**config.mk**
```make
export PLATFORM = sky130hd
export DESIGN_NAME = rtcRegBank
export DESIGN_NICKNAME = d
export VERILOG_FILES = /design/src/verilog/rtcPkg.sv /design/src/verilog/rtcFieldIf.sv /design/src/verilog/rtcRegBank.sv /design/src/verilog/readbackMux.sv /design/src/verilog/bcdFieldReg.sv /design/src/verilog/fieldSelect.sv
export SDC_FILE = /design/constraint.sdc
export NUM_CORES = 1
export LEC_CHECK = 0
export ABC_AREA = 1
export BUFFER_PORTS_ARGS = -buffer_cell sky130_fd_sc_hd__clkbuf_2
export CORE_ASPECT_RATIO = 1.5
export CORE_MARGIN = 1.5
export CORE_UTILIZATION = 30
export DETAILED_ROUTE_END_ITERATION = 12
export HOLD_SLACK_MARGIN = 0.08
export SLEW_MARGIN = 25
export SYNTH_ARGS = -nofsm -noshare
export SYNTH_HDL_FRONTEND = slang
export SYNTH_HIERARCHICAL = 1
export SYNTH_SLANG_ARGS = --single-unit
```
**constraint.sdc**
```tcl
create_clock -name CLK -period 1.7 [get_ports CLK]
set_clock_uncertainty 0.15 [all_clocks]
set_input_delay 0.085 -clock CLK [delete_from_list [all_inputs] [get_ports CLK]]
set_output_delay 0.085 -clock CLK [all_outputs]
set_load 0.005 [all_outputs]
```
**src/verilog/rtcPkg.sv**
```systemverilog
// Field count, RTC field addresses, BCD limits, readback default and bus word types
`default_nettype none

package rtcPkg;

	//////////////////////////////////////////////////
	// Field table sizes

	localparam int fieldCount = 9;                   // Year, date, time and timer fields

	//////////////////////////////////////////////////
	// RTC register addresses in slot order

	localparam logic [7:0] fieldAddr [fieldCount] = '{
		8'h26,                                        // Year
		8'h25,                                        // Month
		8'h24,                                        // Day
		8'h23,                                        // Hour
		8'h22,                                        // Minute
		8'h21,                                        // Second
		8'h43,                                        // Timer hour
		8'h42,                                        // Timer minute
		8'h41                                         // Timer second
	};

	//////////////////////////////////////////////////
	// BCD limits per slot

	localparam logic [7:0] fieldMin [fieldCount] = '{
		8'h00, 8'h01, 8'h01,                          // Year, month, day
		8'h00, 8'h00, 8'h00,                          // Hour, minute, second
		8'h00, 8'h00, 8'h00                           // Timer fields
	};

	localparam logic [7:0] fieldMax [fieldCount] = '{
		8'h99, 8'h12, 8'h31,                          // Year, month, day
		8'h23, 8'h59, 8'h59,                          // Hour, minute, second
		8'h23, 8'h59, 8'h59                           // Timer fields
	};

	localparam logic [7:0] noFieldWord = 8'hFF;      // Readback for an unmapped address

	//////////////////////////////////////////////////
	// Bus word types

	typedef struct packed {
		logic [3:0] tens;                             // Upper BCD digit
		logic [3:0] ones;                             // Lower BCD digit
	} bcdByteT;

	// One bus byte, seen as an address or as BCD data
	typedef union packed {
		logic [7:0] raw;                              // Address view
		bcdByteT    bcd;                              // Data view
	} busWordU;

endpackage

`default_nettype wire
```
**src/verilog/rtcFieldIf.sv**
```systemverilog
// Load and modify strobes, BCD value and three modports for one time field
`timescale 1ns/10ps
`default_nettype none

interface rtcFieldIf
	import rtcPkg::*;
	();

	logic    load;                                    // Bus data goes into this field
	logic    modify;                                  // Edit pointer names this field
	bcdByteT value;                                   // Current field contents

	// Decoder side
	modport select
	(
		output load,
		output modify
	);

	// Register side
	modport field
	(
		input  load,
		input  modify,
		output value
	);

	// Bus readback side
	modport readback
	(
		input value
	);

endinterface

`default_nettype wire

```
**src/verilog/rtcRegBank.sv**
```systemverilog
// RTC register bank top level with selector, nine BCD field registers and readback mux
`timescale 1ns/10ps
`default_nettype none

module rtcRegBank
	import rtcPkg::*;
	(
	input  logic       CLK,
	input  logic       rstN,
	input  logic       envAddress,                  // Send address strobe
	input  logic       recvData,                    // Receive data strobe
	input  logic       envData,                     // Send data strobe
	input  logic [6:0] pointer,                     // Edit pointer
	input  logic [7:0] address,                     // RTC register address
	input  logic [7:0] busIn,                       // Bus data from pad
	input  logic       modify,                      // Edit mode
	input  logic       up,
	input  logic       down,
	output logic [7:0] busOut,                      // Bus data to pad
	output logic       busOe,                       // Pad output enable
	output logic [7:0] year,
	output logic [7:0] month,
	output logic [7:0] day,
	output logic [7:0] hour,
	output logic [7:0] minute,
	output logic [7:0] second,
	output logic [7:0] timerHour,
	output logic [7:0] timerMinute,
	output logic [7:0] timerSecond
	);

	busWordU addressWord;                             // Address port as bus word
	busWordU busInWord;                               // Incoming data as bus word
	busWordU busOutWord;                              // Readback word
	busWordU latchedAddr;                             // Selector address register

	rtcFieldIf fieldIf [fieldCount] ();                // One bundle per slot

	assign addressWord = address;
	assign busInWord   = busIn;
	assign busOut      = busOutWord.raw;

	//////////////////////////////////////////////////
	// Decode, storage and readback

	fieldSelect fieldSelect_i
	(
		.CLK        (CLK),
		.rstN       (rstN),
		.envAddress (envAddress),
		.recvData   (recvData),
		.address    (addressWord),
		.pointer    (pointer),
		.modify     (modify),
		.latchedAddr(latchedAddr),
		.fields     (fieldIf)
	);

	genvar g;
	generate
		for (g = 0; g < fieldCount; g++)
		begin : fieldRegs
			bcdFieldReg #(.slot(g)) bcdFieldReg_i
			(
				.CLK  (CLK),
				.rstN (rstN),
				.busIn(busInWord),
				.up   (up),
				.down (down),
				.field(fieldIf[g])
			);
		end
	endgenerate

	readbackMux readbackMux_i
	(
		.envAddress (envAddress),
		.envData    (envData),
		.address    (addressWord),
		.latchedAddr(latchedAddr),
		.fields     (fieldIf),
		.busOut     (busOutWord),
		.busOe      (busOe)
	);

	//////////////////////////////////////////////////
	// Display outputs in the slot order of the address table

	assign year        = fieldIf[0].value;
	assign month       = fieldIf[1].value;
	assign day         = fieldIf[2].value;
	assign hour        = fieldIf[3].value;
	assign minute      = fieldIf[4].value;
	assign second      = fieldIf[5].value;
	assign timerHour   = fieldIf[6].value;
	assign timerMinute = fieldIf[7].value;
	assign timerSecond = fieldIf[8].value;

endmodule

`default_nettype wire

```
**src/verilog/readbackMux.sv**
```systemverilog
// Bus output select between sent address and the field matching the latched address
`timescale 1ns/10ps
`default_nettype none

module readbackMux
	import rtcPkg::*;
	(
	input  logic        envAddress,                 // Address send strobe
	input  logic        envData,                    // Data send strobe
	input  busWordU     address,                    // Address byte from host
	input  busWordU     latchedAddr,                // Address held by the selector
	rtcFieldIf.readback fields [fieldCount],        // Field values
	output busWordU     busOut,                     // Word driven toward the RTC
	output logic        busOe                       // Bus drive enable
	);

	bcdByteT slotValue [fieldCount];                  // Field values as a plain array

	// Flatten interface array so the search loop can index it
	genvar g;
	generate
		for (g = 0; g < fieldCount; g++)
		begin : slotGather
			assign slotValue[g] = fields[g].value;
		end
	endgenerate

	//////////////////////////////////////////////////
	// Readback word

	always_comb
	begin
		busOut.raw = noFieldWord;                     // Unknown address reads FF
		for (int i = 0; i < fieldCount; i++)
		begin
			if (latchedAddr.raw == fieldAddr[i])
			begin
				busOut.bcd = slotValue[i];            // Matching field
			end
		end
		if (envAddress)
		begin
			busOut = address;                         // Address phase overrides data
		end
	end

	assign busOe = envAddress | envData;              // Drive during either send strobe

endmodule

`default_nettype wire

```
**src/verilog/bcdFieldReg.sv**
```systemverilog
// One BCD time field register with bus load and wrapping up/down step
`timescale 1ns/10ps
`default_nettype none

module bcdFieldReg
	import rtcPkg::*;
	#(
	parameter int slot = 0                          // Picks limits from the package tables
	)
	(
	input  logic    CLK,
	input  logic    rstN,
	input  busWordU busIn,                          // Data byte from the RTC bus
	input  logic    up,                             // Step up request
	input  logic    down,                           // Step down request
	rtcFieldIf.field field                          // Strobes in, value out
	);

	//////////////////////////////////////////////////
	// Slot limits

	localparam bcdByteT minVal = fieldMin[slot];     // Lowest legal value and reset value
	localparam bcdByteT maxVal = fieldMax[slot];     // Highest legal value

	bcdByteT incVal;                                  // Value after one step up
	bcdByteT decVal;                                  // Value after one step down
	logic    stepUp;                                  // Exactly up requested
	logic    stepDown;                                // Exactly down requested

	assign stepUp   = field.modify & up & ~down;
	assign stepDown = field.modify & down & ~up;      // Both high cancels out

	//////////////////////////////////////////////////
	// BCD increment and decrement with wrap

	always_comb
	begin
		if (field.value >= maxVal)
		begin
			incVal = minVal;                          // Wrap past the top
		end
		else if (field.value.ones == 4'd9)
		begin
			incVal.tens = field.value.tens + 4'd1;    // Carry into tens
			incVal.ones = 4'd0;
		end
		else
		begin
			incVal.tens = field.value.tens;
			incVal.ones = field.value.ones + 4'd1;
		end
	end

	always_comb
	begin
		if (field.value <= minVal)
		begin
			decVal = maxVal;                          // Wrap below the bottom
		end
		else if (field.value.ones == 4'd0)
		begin
			decVal.tens = field.value.tens - 4'd1;    // Borrow from tens
			decVal.ones = 4'd9;
		end
		else
		begin
			decVal.tens = field.value.tens;
			decVal.ones = field.value.ones - 4'd1;
		end
	end

	//////////////////////////////////////////////////
	// Field storage

	always_ff @(posedge CLK or negedge rstN)
	begin
		if (!rstN)
		begin
			field.value <= minVal;
		end
		else if (field.load)
		begin
			field.value <= busIn.bcd;                 // Bus load wins over stepping
		end
		else if (stepUp)
		begin
			field.value <= incVal;
		end
		else if (stepDown)
		begin
			field.value <= decVal;
		end
	end

endmodule

`default_nettype wire

```
**src/verilog/fieldSelect.sv**
```systemverilog
// Address latch and per-field load/modify decode from latched address and edit pointer
`timescale 1ns/10ps
`default_nettype none

module fieldSelect
	import rtcPkg::*;
	(
	input  logic       CLK,
	input  logic       rstN,
	input  logic       envAddress,                  // Address send strobe
	input  logic       recvData,                    // Data receive strobe
	input  busWordU    address,                     // Address byte from host
	input  logic [6:0] pointer,                     // Edit pointer holding an RTC address
	input  logic       modify,                      // Manual edit enable
	output busWordU    latchedAddr,                 // Address held for data phases
	rtcFieldIf.select  fields [fieldCount]          // Per-field strobes
	);

	//////////////////////////////////////////////////
	// Address latch

	always_ff @(posedge CLK or negedge rstN)
	begin
		if (!rstN)
		begin
			latchedAddr.raw <= 8'h00;                 // No field addressed yet
		end
		else if (envAddress)
		begin
			latchedAddr <= address;                   // Capture on address strobe
		end
	end

	//////////////////////////////////////////////////
	// Slot decode

	logic [7:0] pointerByte;                          // Pointer widened to address width

	assign pointerByte = {1'b0, pointer};

	// One comparator pair per slot; unmatched values select nothing
	genvar g;
	generate
		for (g = 0; g < fieldCount; g++)
		begin : slotDecode
			logic addrHit;                            // Latched address names this slot
			logic pointerHit;                         // Pointer names this slot

			assign addrHit    = (latchedAddr.raw == fieldAddr[g]);
			assign pointerHit = (pointerByte == fieldAddr[g]);

			assign fields[g].load   = recvData & addrHit;  // Load only during data receive
			assign fields[g].modify = modify & pointerHit; // Step only the pointed field
		end
	endgenerate

endmodule

`default_nettype wire

```
==> run summary, run 1 <==
STA puts the critical path data required time at 1.46 ns. The count of warnings emitted by yosys was 6; the internal power consumption was 5.55 mW. The checks that failed: negative setup slack. For this run, design rule violations remaining after detail routing come to 0. Across the run, the number of max-cap violations was 0.

After the last flow step, the layout net total stands at 1,894. For the standard cell area after detailed placement, the log shows 11,600 sq um. Hold is met by 0.165 ns. The floorplan step set the die height to 217 microns. The first-pass GRT wire length is 52,500 microns, and the power density over the cells is 759 nW/um^2. Of the total power, the share spent switching nets is 44.4%. Dividing the detail-routed wire length by the instance count gives 15.3 microns.

After routing the design area is 13,200 sq um. The tools report the number of antenna violations at the first check in global routing as 0. Counting distinct cell types in the post-synthesis netlist gives 46. In this run, synthesis inferred 0 flip-flops with an integrated enable. The run gives 31,600 sq um as the area enclosed by the die boundary.

The region available for standard cell placement spans 30,200 sq um. TritonCTS built the clock tree. The number of nets handed over by synthesis was 1,561. The logs give 34,100 microns for the aggregate routed wire length and 80 for the total clock sinks. STA classifies the critical path endpoint as a primary output. Average vias per placed instance: 4.83. For this configuration, the core starts out at a cell density of 30.4%. The fraction of synthesized area in multiplexers works out to 0%. The tools report the via count of the first global-routing pass as 10,261.

The flow ran to the end, but the final reports show violations. The routability congestion estimate came out at 0.910. The critical path in this run is classified as flop to primary output. The delay of the slowest cell on the worst path was 0.46 ns. Counting the fill cells in the layout gives 3,059. Worst slew slack as a fraction of its limit: 64.5%. Data on the critical path arrives at its endpoint at 2.13 ns. The number of failing hold endpoints at the final stage was 0; the largest net degree at the start of global routing was 30. Of all cell types, the one taking the most synthesized area is dfrtp_1. After synthesis the cells add up to 9170 sq um. For this run, the register share of the synthesized area comes to 21.9%. Summing internal, switching and leakage power gives 9.99 mW. Net switching power: 4.44 mW.

Counting flops with an async set or reset pin after synthesis yields a share of 100%. The proportion of layout cells with a drive suffix above 1 is 36.6%. Number of detailed-routing iterations run before antenna repair: 5. Relative to the synthesized area, the layout overhead comes to 43.7%. The post-CTS clock slew at the launch and capture registers of the worst setup and hold paths works out to 0.06 ns. The slowest stage of the critical path belongs to the cell dfrtp_1. The clock tree synthesis step divided the H-tree into 3 levels.

The tightest min-delay check is of the input pin to flop type. The peak supply drop was 535 uV. In the finished design, the share of the clock period the worst path needs comes to 139%. Yosys attributes the largest share of cell area to dfrtp_1, nand2_1, inv_1, nand3_1, nor2_1. The largest family of logic cells by synthesized area is simple AND/OR/NAND/NOR gates. The logs give 0 for the antenna cell count and 50.7% for the share of total power in combinational logic. In this run, the clock network consumes 21.0% of the power. Among the stages of the critical path, the cell type that occurs most often is nand2_2.

The worst-path maximum fanout works out to 5. Buffers inserted during clock tree synthesis total 9. Of the total synthesized cell area, the portion taken by AND, OR, NAND and NOR gates is 52.2%. The transition at the pin with the smallest max-transition slack is 0.532 ns. The top achievable clock speed was 0.423 GHz; the number of DRC violations after detailed-routing iteration 0 was 620. The tools report the sum of negative setup slack as -30.82 ns. The shortest clock period the worst path allows after layout was 2.36 ns. Setup repair after global routing could not meet its margin everywhere. The synthesized netlist devotes 5.32% of its cell area to adder and majority cells. The flip-flop cell with the highest count after synthesis was dfrtp_1. The leakage power of the design was 6.59 nW. In this run the mean area of a mapped cell was 6.15 sq um. Global routing finished with a remaining overflow of 0. The share of the synthesized netlist area taken by xor and xnor gates was 2.77%; the number of nets still failing antenna checks after routing was 0.

For this run, the total global-route usage over all layers was measured as 21.1%. The width of the die was 146 microns; the share of the synthesized area in compound gates (AO/OA/AOI/OAI) was 7.23%. The run gives 0 as the count of pins over their slew limit. The worst setup path is launched from a flop. The logs give 80 for the final number of setup-violating endpoints and -0.665 ns for the final worst slack. The run gives 10,757 as the overall via count from detail_route. Walking the worst path, the cells encountered are nand2_2 -> nor3_4 -> buf_6 -> nand3_2 -> nand2_2 -> nand4_1 -> nor2_1 -> nand3_1 -> nand2_1 -> clkbuf_2. The tools report the final HPWL from detailed placement as 26,300 microns. The flip-flop and latch count after synthesis works out to 80. The share of synthesized area in the top cell type comes to 21.3%. The number of standard-cell rows in the floorplan is 78, and the maximum clock path buffer count is 2. Synthesis handed over a netlist of 1,491 instances. The buffer type at the clock tree root is clkbuf_16. Per report_power, the sequential group accounts for 28.2% of the total. Clock latency on the worst-skew pair, taken at its later pin, is 0.38 ns. The count of buffers added on input and output ports is 111.

In this run the count of I/O pins placed on the die edge is 112.
-- cell families (layout without fill, tap and decap cells) --
family	count (synthesis)	after routing
AND/OR/NAND/NOR	992	992
adder cells (fa/ha/maj)	39	39
XOR/XNOR	29	29
flip-flops	80	80
buffers and inverters	234	572
AO/OA/AOI/OAI	117	117
-- synthesized netlist by cell type (11+ instances only) --
cell      instances
a21oi_1          32
buf_2            11
dfrtp_1          78
ha_1             39
inv_1           181
inv_2            23
nand2_1         504
nand2_2          53
nand3_1         114
nand3b_1         22
nand4_1          47
nor2_1          152
nor2_2           30
nor2_4           29
o21ai_0          46
o21ai_1          16
xor2_1           20
-- stage by stage --
| stage | setup WS [ns] | util (%) | std cells |
|---|---|---|---|
| after CTS | -0.627 | 41.5 | 2212 |
| after global placement | -0.326 | 38.4 | 2162 |
| after detailed placement | -0.364 | 38.4 | 2162 |
| after floorplan | -0.0214 | - | 1491 |
| after global routing | -0.726 | 43.7 | 2229 |
| final | -0.665 | 43.7 | 2229 |
-- worst paths after layout --
path	start	end	slack, ns	cells past startpoint
setup / recovery	fieldSelect_i/latchedAddr[2]	busOut[2]	-0.66	10
hold / removal	busIn[7]	fieldRegs[8].bcdFieldReg_i/field.value[7]	0.16	5
min in group asynchronous	rstN	fieldRegs[2].bcdFieldReg_i/field.value[4]	0.58	3
hold reg to reg	fieldRegs[1].bcdFieldReg_i/field.value[0]	fieldRegs[1].bcdFieldReg_i/field.value[0]	0.39	2
setup reg to reg	fieldSelect_i/latchedAddr[6]	fieldRegs[6].bcdFieldReg_i/field.value[3]	-0.50	14
max in group asynchronous	rstN	fieldRegs[7].bcdFieldReg_i/field.value[3]	0.19	4
-- sequential cells by signal (all words and copies together), names as in the netlist --
name                                 cells
fieldRegs.bcdFieldReg_i/field.value     72
fieldSelect_i/latchedAddr                8
-- cell usage in the layout (no fill, tap or decap), drive strengths merged --
cell type	count
xor2	20
nor3	10
o22ai	1
xnor2	9
ha	39
buf	220
a22oi	1
inv	205
dfstp	2
a21boi	9
dlygate4sd3	19
o211ai	5
o21ai	65
clkinvlp	1
and2	1
or2	6
clkinv	2
nand2	561
clkbuf	124
a21oi	36
nand3b	22
dfrtp	78
nand4	50
nor4	1
bufinv	1
nand3	129
nor2	212
-- metal layers --
metal	wire length [microns]	track usage [%]
met1	13100	23.1
met2	18400	40.1
met3	1210	2.16
met4	1390	10.5
met5	0	0
-- timing repair --
item / CTS / global route
pin swaps: 28 / 105
setup buffers: 15 / 17
hold buffers: 19 / 0
endpoints found under the setup margin: 80 / 80
cloned: 0 / 1
endpoints found under the hold margin: 88 / 0
resized for setup: 103 / 147
-- final cells by class --
| type | count | area [sq um] | share of cell area (%) |
|---|---|---|---|
| clock buffer | 14 | 264 | 2.00 |
| clock inverter | 2 | 37.5 | 0.285 |
| inverter | 207 | 800 | 6.07 |
| multi-input combinational | 1177 | 6910 | 52.5 |
| sequential | 80 | 2010 | 15.2 |
| tap | 400 | 500 | 3.80 |
| timing repair buffer | 349 | 2650 | 20.1 |
-- power groups by stage --
stage	Combinational (mW)	Sequential, mW	Clock, mW
floorplan	3.03	2.70	0
global placement	4.64	2.83	0
detailed placement	4.68	2.83	0
CTS	4.82	2.81	2.15
global route	5.64	2.86	2.22
finish	5.07	2.82	2.10
-- worst max-delay path: cells and delay by family, from the launching register on --
kind	cells	cell delay, ns
and+or+nand+nor	8	1.04
DFF	1	0.46
buffers and inverters	2	0.25
(Power assumes the default switching activity.)
==> run 2, diff against run 1 <==
--- a/config.mk
+++ b/config.mk
@@ -17,3 +17,4 @@
 export SYNTH_HDL_FRONTEND = slang
 export SYNTH_HIERARCHICAL = 1
 export SYNTH_SLANG_ARGS = --single-unit
+export TNS_END_PERCENT = 30
==> run 2 against run 1 <==
Against the previous run:
- the run still ends with negative setup slack left
- register-to-register slack better by 0.21 ns
- combinational power is 6.3% lower
- global-route usage is 0.22 points lower
- sequential share of layout area is 1.1 points higher
- die area stayed put
- critical path depth is 1 higher
- first-iteration DRC count is 1.9% lower
- fmax is 4.2% higher
- utilization is 2.9 points lower
- clock power is 6% lower
- largest power group unchanged
==> run summary, run 2 (synthesized netlist as in run 1, its figures left out) <==
Leakage power of the design: 6.29 nW (-4.5%). The worst setup path is captured at a primary output. The source-to-sink clock delay at the later pin of the worst-skew pair came out at 0.36 ns (-0.02 ns). The final HPWL from detailed placement came out at 25,800 microns (-1.8%).

The number of standard-cell rows in the floorplan was 78 (unchanged). The shortest clock period the worst path allows after layout is 2.27 ns (-0.0950 ns). TritonCTS built the clock tree. The worst reg2reg path startpoint is fieldSelect_i/latchedAddr[2]. The total routing usage reported by global routing is 20.9% (-0.22 points), and the final cycle utilization of the critical path is 134% (-5.6 points). The run gives 66.5% (+2.0 points) as the worst slew slack as a fraction of its limit. The logs give 0 (unchanged) for the antenna cell count and 81 (+170%) for the largest net degree at the start of global routing.

The effective utilization at floorplan came out at 30.4% (unchanged). The reported max-cap violation count was 0 (unchanged); the delay of the slowest cell on the worst path was 0.42 ns (-0.04 ns). Final worst slack: -0.570 ns (+0.0950 ns). The overall via count from detail_route is 10,618 (-1.3%), and the post-CTS clock slew at the launch and capture registers of the worst setup and hold paths is 0.06 ns (about the same). Flip-flop count of the largest register, all copies and words added: 72 (unchanged). The core region area is 30,200 sq um (unchanged), and the signal arrival time at the worst endpoint is 2.03 ns (-0.10 ns). The top achievable clock speed is 0.441 GHz (+4.2%), and the proportion of layout cells with a drive suffix above 1 is 30.6% (-6.0 points).

The tools report the via count of the first global-routing pass as 10,343 (+0.80%). The run finished, with violations left. The area enclosed by the die boundary was 31,600 sq um (unchanged); the number of antenna violations at the first check in global routing was 0 (unchanged).

The share of the core filled with cells in the final layout came out at 40.8% (-2.9 points). In the final layout, the registers with the most flip-flops are fieldRegs.bcdFieldReg_i/field.value x72, fieldSelect_i/latchedAddr x8. The area of all placed cells without fillers is 12,300 sq um (-6.6%). The aggregate routed wire length is 33,000 microns (-3.3%). Counting flops per register, the top entry is fieldRegs.bcdFieldReg_i/field.value. Width of the die: 146 microns (unchanged). The worst-path maximum fanout was 6 (+1); the total clock sinks was 80 (unchanged).

The routability congestion estimate came out at 0.910 (about the same). The number of detailed-routing iterations run before antenna repair was 5 (unchanged). The checks that failed: negative setup slack. The library cell used most frequently in the layout, excluding fill and tap cells, is nand2_1. The power density over the cells is 776 nW/um^2 (+2.2%). The worst setup path is launched from a flop.

For the number of filler instances in the final layout, the log shows 3,179 (+3.9%). For the overflow left after global routing, the log shows 0 (unchanged). The tools report the number of failing hold endpoints at the final stage as 0 (unchanged). The number of nets still failing antenna checks after routing is 0 (unchanged). The run gives 52,500 microns (about the same) as the first-pass GRT wire length. The logs give 3 (unchanged) for the maximum level of the CTS H-tree and 2,154 (-0.37%) for the instance count after placement with tap cells included.

The buffer type at the clock tree root is clkbuf_16. The average routed wire per standard cell is 15.0 microns (-2.1%). The growth of design area from synthesis to finish is 34.2%, and the final number of setup-violating endpoints is 80 (unchanged). The transition at the pin with the smallest max-transition slack was 0.503 ns (-0.0293 ns); the worst path buffer plus inverter count was 3 (+1). The average vias per placed instance works out to 4.82 (about the same).

For the peak supply drop, the log shows 462 uV (-14%). The logs give 0 (unchanged) for the count of pins over their slew limit and 112 (unchanged) for the boundary pin count. The signal on the critical path passes through inv_1 -> nand2_2 -> nor3_4 -> buf_4 -> nand3_2 -> nand2_1 -> nand4_1 -> nor2_2 -> nand3_2 -> nand2_2 -> clkbuf_2.

For the post-layout total power, the log shows 9.55 mW (-4.5%). The tools report the beginning of the critical path as fieldSelect_i/latchedAddr[3]. For the sum of negative setup slack, the log shows -18.48 ns (+12.34 ns). For the reg-to-reg setup timing slack, the log shows -0.29 ns (+0.21 ns). The top cell types in the final layout, fill and taps aside, are nand2_1, buf_4, inv_1. The maximum clock path buffer count was 2 (unchanged). The standard cell area after detailed placement came out at 11,500 sq um (-0.54%).

The y dimension of the die was 217 microns (unchanged). The slowest stage of the critical path is the dfrtp_1 cell. The worst setup path is of the flop to primary output kind.

The tools report the worst slack at placement as -0.335 ns (+0.0296 ns). The number of DRC violations after detailed-routing iteration 0 is 608 (-1.9%), and the final routed DRC violation total is 0 (unchanged). Setup repair after global routing could not meet its margin everywhere. The cell family with the largest share of critical-path delay is simple AND/OR/NAND/NOR gates. The number of buffer cells added on primary ports is 111 (unchanged).

The logs give 1.46 ns (about the same) for the worst path required time and 9 (unchanged) for the number of buffers added by the clock tree synthesis step. The worst hold slack after final layout was 0.144 ns (-0.0207 ns). Final cell count without fillers: 2,202 (-1.2%). Class of the worst hold path: input pin to async pin. The final net count was 1,867 (-1.4%).
[run 2: cell count changes in the layout (fill, tap and decap cells not counted), moves of 17 or more]
cell     delta
buf_6      -29
nor2_1     +17
nor2_4     -23
nand2_2    -20
nand2_1    +29
[run 2: repair_timing]
action                                 4_1_cts  5_1_grt
resized for setup                           28       46
pin swaps                                   14       22
setup endpoints to repair                   80       80
hold buffers                                18        0
endpoints found under the hold margin       88        0
buffers inserted                             8        6
cloned                                       1        0
[run 2: worst reg2reg max path, delay by kind of cell (launching register included)]
kind                   cells  cell delay, ns
and+or+nand+nor           11            0.89
buffers and inverters      3            0.43
DFF                        1            0.44
[run 2: where the power goes]
| part | switching [mW] | internal, mW |
|---|---|---|
| combinational | 2.76 | 2.00 |
| sequential | 0.623 | 2.20 |
| clock | 0.856 | 1.11 |
| total | 4.24 | 5.31 |
[run 2: layout make-up]
| type | count | area, sq um | area share (%) |
|---|---|---|---|
| well taps | 400 | 500 | 4.07 |
| clock inverters | 2 | 12.5 | 0.102 |
| multi-input cells | 1177 | 6420 | 52.2 |
| repair buffers | 322 | 2310 | 18.7 |
| clock buffers | 14 | 274 | 2.23 |
| inverters | 207 | 782 | 6.35 |
| flip-flops and latches | 80 | 2010 | 16.3 |
[run 2: path summary, 6_finish.rpt]
check	endpoint	cells after the start
worst min register to register	fieldRegs[2].bcdFieldReg_i/field.value[7]	2
max in group asynchronous	fieldRegs[3].bcdFieldReg_i/field.value[0]	3
min in group CLK	fieldRegs[2].bcdFieldReg_i/field.value[6]	5
worst min-delay path	fieldRegs[1].bcdFieldReg_i/field.value[4]	3
worst max register to register	fieldRegs[3].bcdFieldReg_i/field.value[4]	14
worst max-delay path	busOut[4]	11
[run 2: metal layers]
layer  track usage [%]  vias to the layer above  share of wire, %
li1                  -                     5305                 -
met1              23.1                     4948                40
met2              39.4                      290                53
met3              2.26                       75               3.6
met4              9.90                        0               3.8
met5                 0                        -                 0
==> run 3, diff against run 2 <==
--- a/config.mk
+++ b/config.mk
@@ -9,9 +9,10 @@
 export BUFFER_PORTS_ARGS = -buffer_cell sky130_fd_sc_hd__clkbuf_2
 export CORE_ASPECT_RATIO = 1.5
 export CORE_MARGIN = 1.5
-export CORE_UTILIZATION = 30
+export CORE_UTILIZATION = 47
 export DETAILED_ROUTE_END_ITERATION = 12
 export HOLD_SLACK_MARGIN = 0.08
+export PLACE_DENSITY = 0.69
 export SLEW_MARGIN = 25
 export SYNTH_ARGS = -nofsm -noshare
 export SYNTH_HDL_FRONTEND = slang
==> run 3 against run 2 <==
Against the previous run:
- the flow still finishes with violations (negative setup slack)
- combinational power is 1% higher
- fmax is 6.1% lower
- first-iteration DRC count is 20% higher
- utilization is 24 points higher
- register-to-register slack worse by 0.25 ns
- cell count is 6.1% lower
- non-clock buffer count is 9 higher
- via count is 2.8% higher
- sequential share of layout area is 0.15 points lower
- power is 0.90% higher
- critical path type unchanged
- critical endpoint is now busOut[5]
==> run summary, run 3 (synthesized netlist as in run 1, its figures left out) <==
For the area enclosed by the die boundary, the log shows 20,400 sq um (-36%). The delay of the slowest cell on the worst path came out at 0.40 ns (-0.02 ns). The largest net degree at the start of global routing is 48 (-41%), and the total area of sequential cells is 2010 sq um (about the same).

The number of DRC violations after detailed-routing iteration 0 was 730 (+20%); the final worst slack was -0.717 ns (-0.147 ns). The most used routing layer in global routing is met2. The critical path launch point type is a flop. The number of filler instances in the final layout came out at 1,747 (-45%). The number of detailed-routing iterations run before antenna repair is 5 (unchanged), and the count of pins over their slew limit is 0 (unchanged). For the post-layout total power, the log shows 9.63 mW (+0.90%).

The tools report the number of antenna violations at the first check in global routing as 0 (unchanged). The tools report the total routing usage reported by global routing as 31.6% (+11 points). The leakage power of the design was 6.39 nW (+1.6%). The top achievable clock speed was 0.414 GHz (-6.1%); the peak supply drop was 454 uV (-1.8%). TritonCTS built the clock tree. The checks that failed: negative setup slack. Post-CTS clock slew at the launch and capture registers of the worst setup and hold paths: 0.06 ns (about the same). The final cycle utilization of the critical path is 142% (+8.7 points). Transition at the pin with the smallest max-transition slack: 0.495 ns (-0.00745 ns).

Met2 usage: 56.7% (+17 points). Cell family with the largest share of critical-path delay: simple AND/OR/NAND/NOR gates. The run gives 1,876 (+0.48%) as the final net count.

The power density over the cells is 776 nW/um^2 (about the same). Buffer type at the clock tree root: clkbuf_16. The run gives 0.960 (+5.5%) as the routability congestion estimate. Average vias per placed instance: 5.28 (+9.5%). For this design, the slowest cell found on the critical path is dfrtp_1. The total clock sinks came out at 80 (unchanged). The maximum clock path buffer count was 2 (unchanged); the growth of design area from synthesis to finish was 35.4%. The met1 demand-to-capacity share in global routing came out at 35.6% (+12 points).

The reported max-cap violation count was 0 (unchanged); the boundary pin count was 112 (unchanged). The run gives 0 (unchanged) as the final routed DRC violation total. The number of buffers added by the clock tree synthesis step is 9 (unchanged).

The source-to-sink clock delay at the later pin of the worst-skew pair was 0.35 ns (about the same); the global routing met3 resource utilization was 3.73% (+1.5 points). The y dimension of the die works out to 174 microns (-20%). The maximum level of the CTS H-tree came out at 3 (unchanged). The flip-flop count of the largest register, all copies and words added is 72 (unchanged), and the proportion of layout cells with a drive suffix above 1 is 32.2% (+1.6 points).

Leaving out fill and tap cells, the most frequent cell in the layout is nand2_1. Traced cell by cell, the critical path runs through inv_2 -> nand2_4 -> nor2_4 -> buf_12 -> nand3_1 -> nand2_1 -> nand4_1 -> nor2_2 -> nand3_2 -> nand2_2 -> clkbuf_2. The signal arrival time at the worst endpoint is 2.18 ns (+0.15 ns).

The worst path required time was 1.46 ns (about the same). The min-delay analysis places its worst path in the category input pin to async pin. The shortest clock period the worst path allows after layout was 2.42 ns (+0.147 ns). The final HPWL from detailed placement was 23,900 microns (-7.5%); the overflow left after global routing was 0 (unchanged). The average routed wire per standard cell was 15.4 microns (+2.7%). The critical path class was flop to primary output. The number of buffer cells added on primary ports was 111 (unchanged). The run finished, with violations left. The width of the die works out to 117 microns (-20%).

Sum of negative setup slack: -28.39 ns (-9.91 ns). The logs give 10,915 (+2.8%) for the overall via count from detail_route and 6580 sq um (+2.5%) for the area used by multi-input combinational logic. The worst slew slack as a fraction of its limit is 67.0% (+0.50 points), and the effective utilization at floorplan is 47.8% (+17 points). The final number of setup-violating endpoints was 80 (unchanged); the number of nets still failing antenna checks after routing was 0 (unchanged). The largest register by flop count is fieldRegs.bcdFieldReg_i/field.value. The worst setup path is captured at a primary output. The aggregate routed wire length is 31,800 microns (-3.6%).

Worst-path maximum fanout: 13 (+7). In the final layout, the registers with the most flip-flops are fieldRegs.bcdFieldReg_i/field.value x72, fieldSelect_i/latchedAddr x8. The run gives 10,396 (+0.51%) as the via count of the first global-routing pass. The antenna cell count was 0 (unchanged); the number of standard-cell rows in the floorplan was 62 (-21%).

The run gives 50,500 microns (-3.8%) as the first-pass GRT wire length. Setup repair after global routing could not meet its margin everywhere. The core region area is 19,200 sq um (-36%). The worst path buffer plus inverter count was 3 (unchanged). The top cell types in the final layout, fill and taps aside, are nand2_1, buf_4, inv_1. Number of failing hold endpoints at the final stage: 0 (unchanged).
## run 3: power by group
group          leakage (nW)  total, mW  switching [mW]  internal (mW)
logic                  5.24       4.80            2.80           2.00
registers              1.01       2.80           0.600           2.20
clock network         0.140       2.02           0.845           1.18
total                  6.39       9.63            4.25           5.38
## run 3: what timing repair did
item,in CTS,in global routing
pin swaps,83,33
gates cloned,1,0
setup buffers,29,4
hold endpoints to repair,88,0
hold buffers,18,0
gates resized for setup,103,39
setup endpoints to repair,80,80
## run 3: final timing paths
kind / startpoint / end / slack (ns) / cells after the start
worst max-delay path: fieldSelect_i/latchedAddr[6] / busOut[5] / -0.72 / 11
worst min-delay path: rstN / fieldRegs[5].bcdFieldReg_i/field.value[2] / 0.09 / 3
worst max register to register: fieldSelect_i/latchedAddr[3] / fieldRegs[3].bcdFieldReg_i/field.value[3] / -0.54 / 12
worst min register to register: fieldRegs[2].bcdFieldReg_i/field.value[7] / fieldRegs[2].bcdFieldReg_i/field.value[7] / 0.40 / 2
max in group asynchronous: rstN / fieldRegs[7].bcdFieldReg_i/field.value[7] / 1.01 / 3
min in group CLK: busIn[4] / fieldRegs[6].bcdFieldReg_i/field.value[4] / 0.19 / 5
## run 3: metal layers
metal | share of wire [%] | vias to the layer above | wire (microns)
li1 | - | 5315 | -
met4 | 5.9 | 0 | 1890
met1 | 38 | 5119 | 12100
met2 | 51 | 366 | 16200
met5 | 0 | - | 0
met3 | 5.2 | 115 | 1650
## run 3: through the flow
step | utilization, % | hold slack, ns | area [sq um] | instances | setup slack (ns)
finish | 64.8 | 0.0949 | 12400 | 2067 | -0.717
global route | 64.8 | 0.130 | 12400 | 2067 | -0.724
CTS | 64.1 | 0.0908 | 12300 | 2064 | -0.626
detailed placement | 58.7 | -0.0739 | 11300 | 2001 | -0.318
global placement | 58.7 | -0.0745 | 11300 | 2001 | -0.303
floorplan | - | -0.361 | 9220 | 1491 | -0.0223
## run 3: layout make-up
class,count,share of cell area (%)
clock buffers,13,2.02
repair buffers,331,19.4
multi-input cells,1177,53.0
clock inverters,3,0.343
inverters,207,6.46
flip-flops and latches,80,16.2
well taps,256,2.58
## run 3: worst register-to-register path, cell delays in order (launching register included)
cell,delay [ns]
dfrtp_1,0.38
buf_4,0.15
nor2_1,0.24
nand4_1,0.22
nor2_2,0.25
buf_6,0.14
nor2_4,0.05
buf_4,0.14
buf_4,0.12
nand4_1,0.07
nand3_1,0.08
nor2_1,0.09
nor2_1,0.04
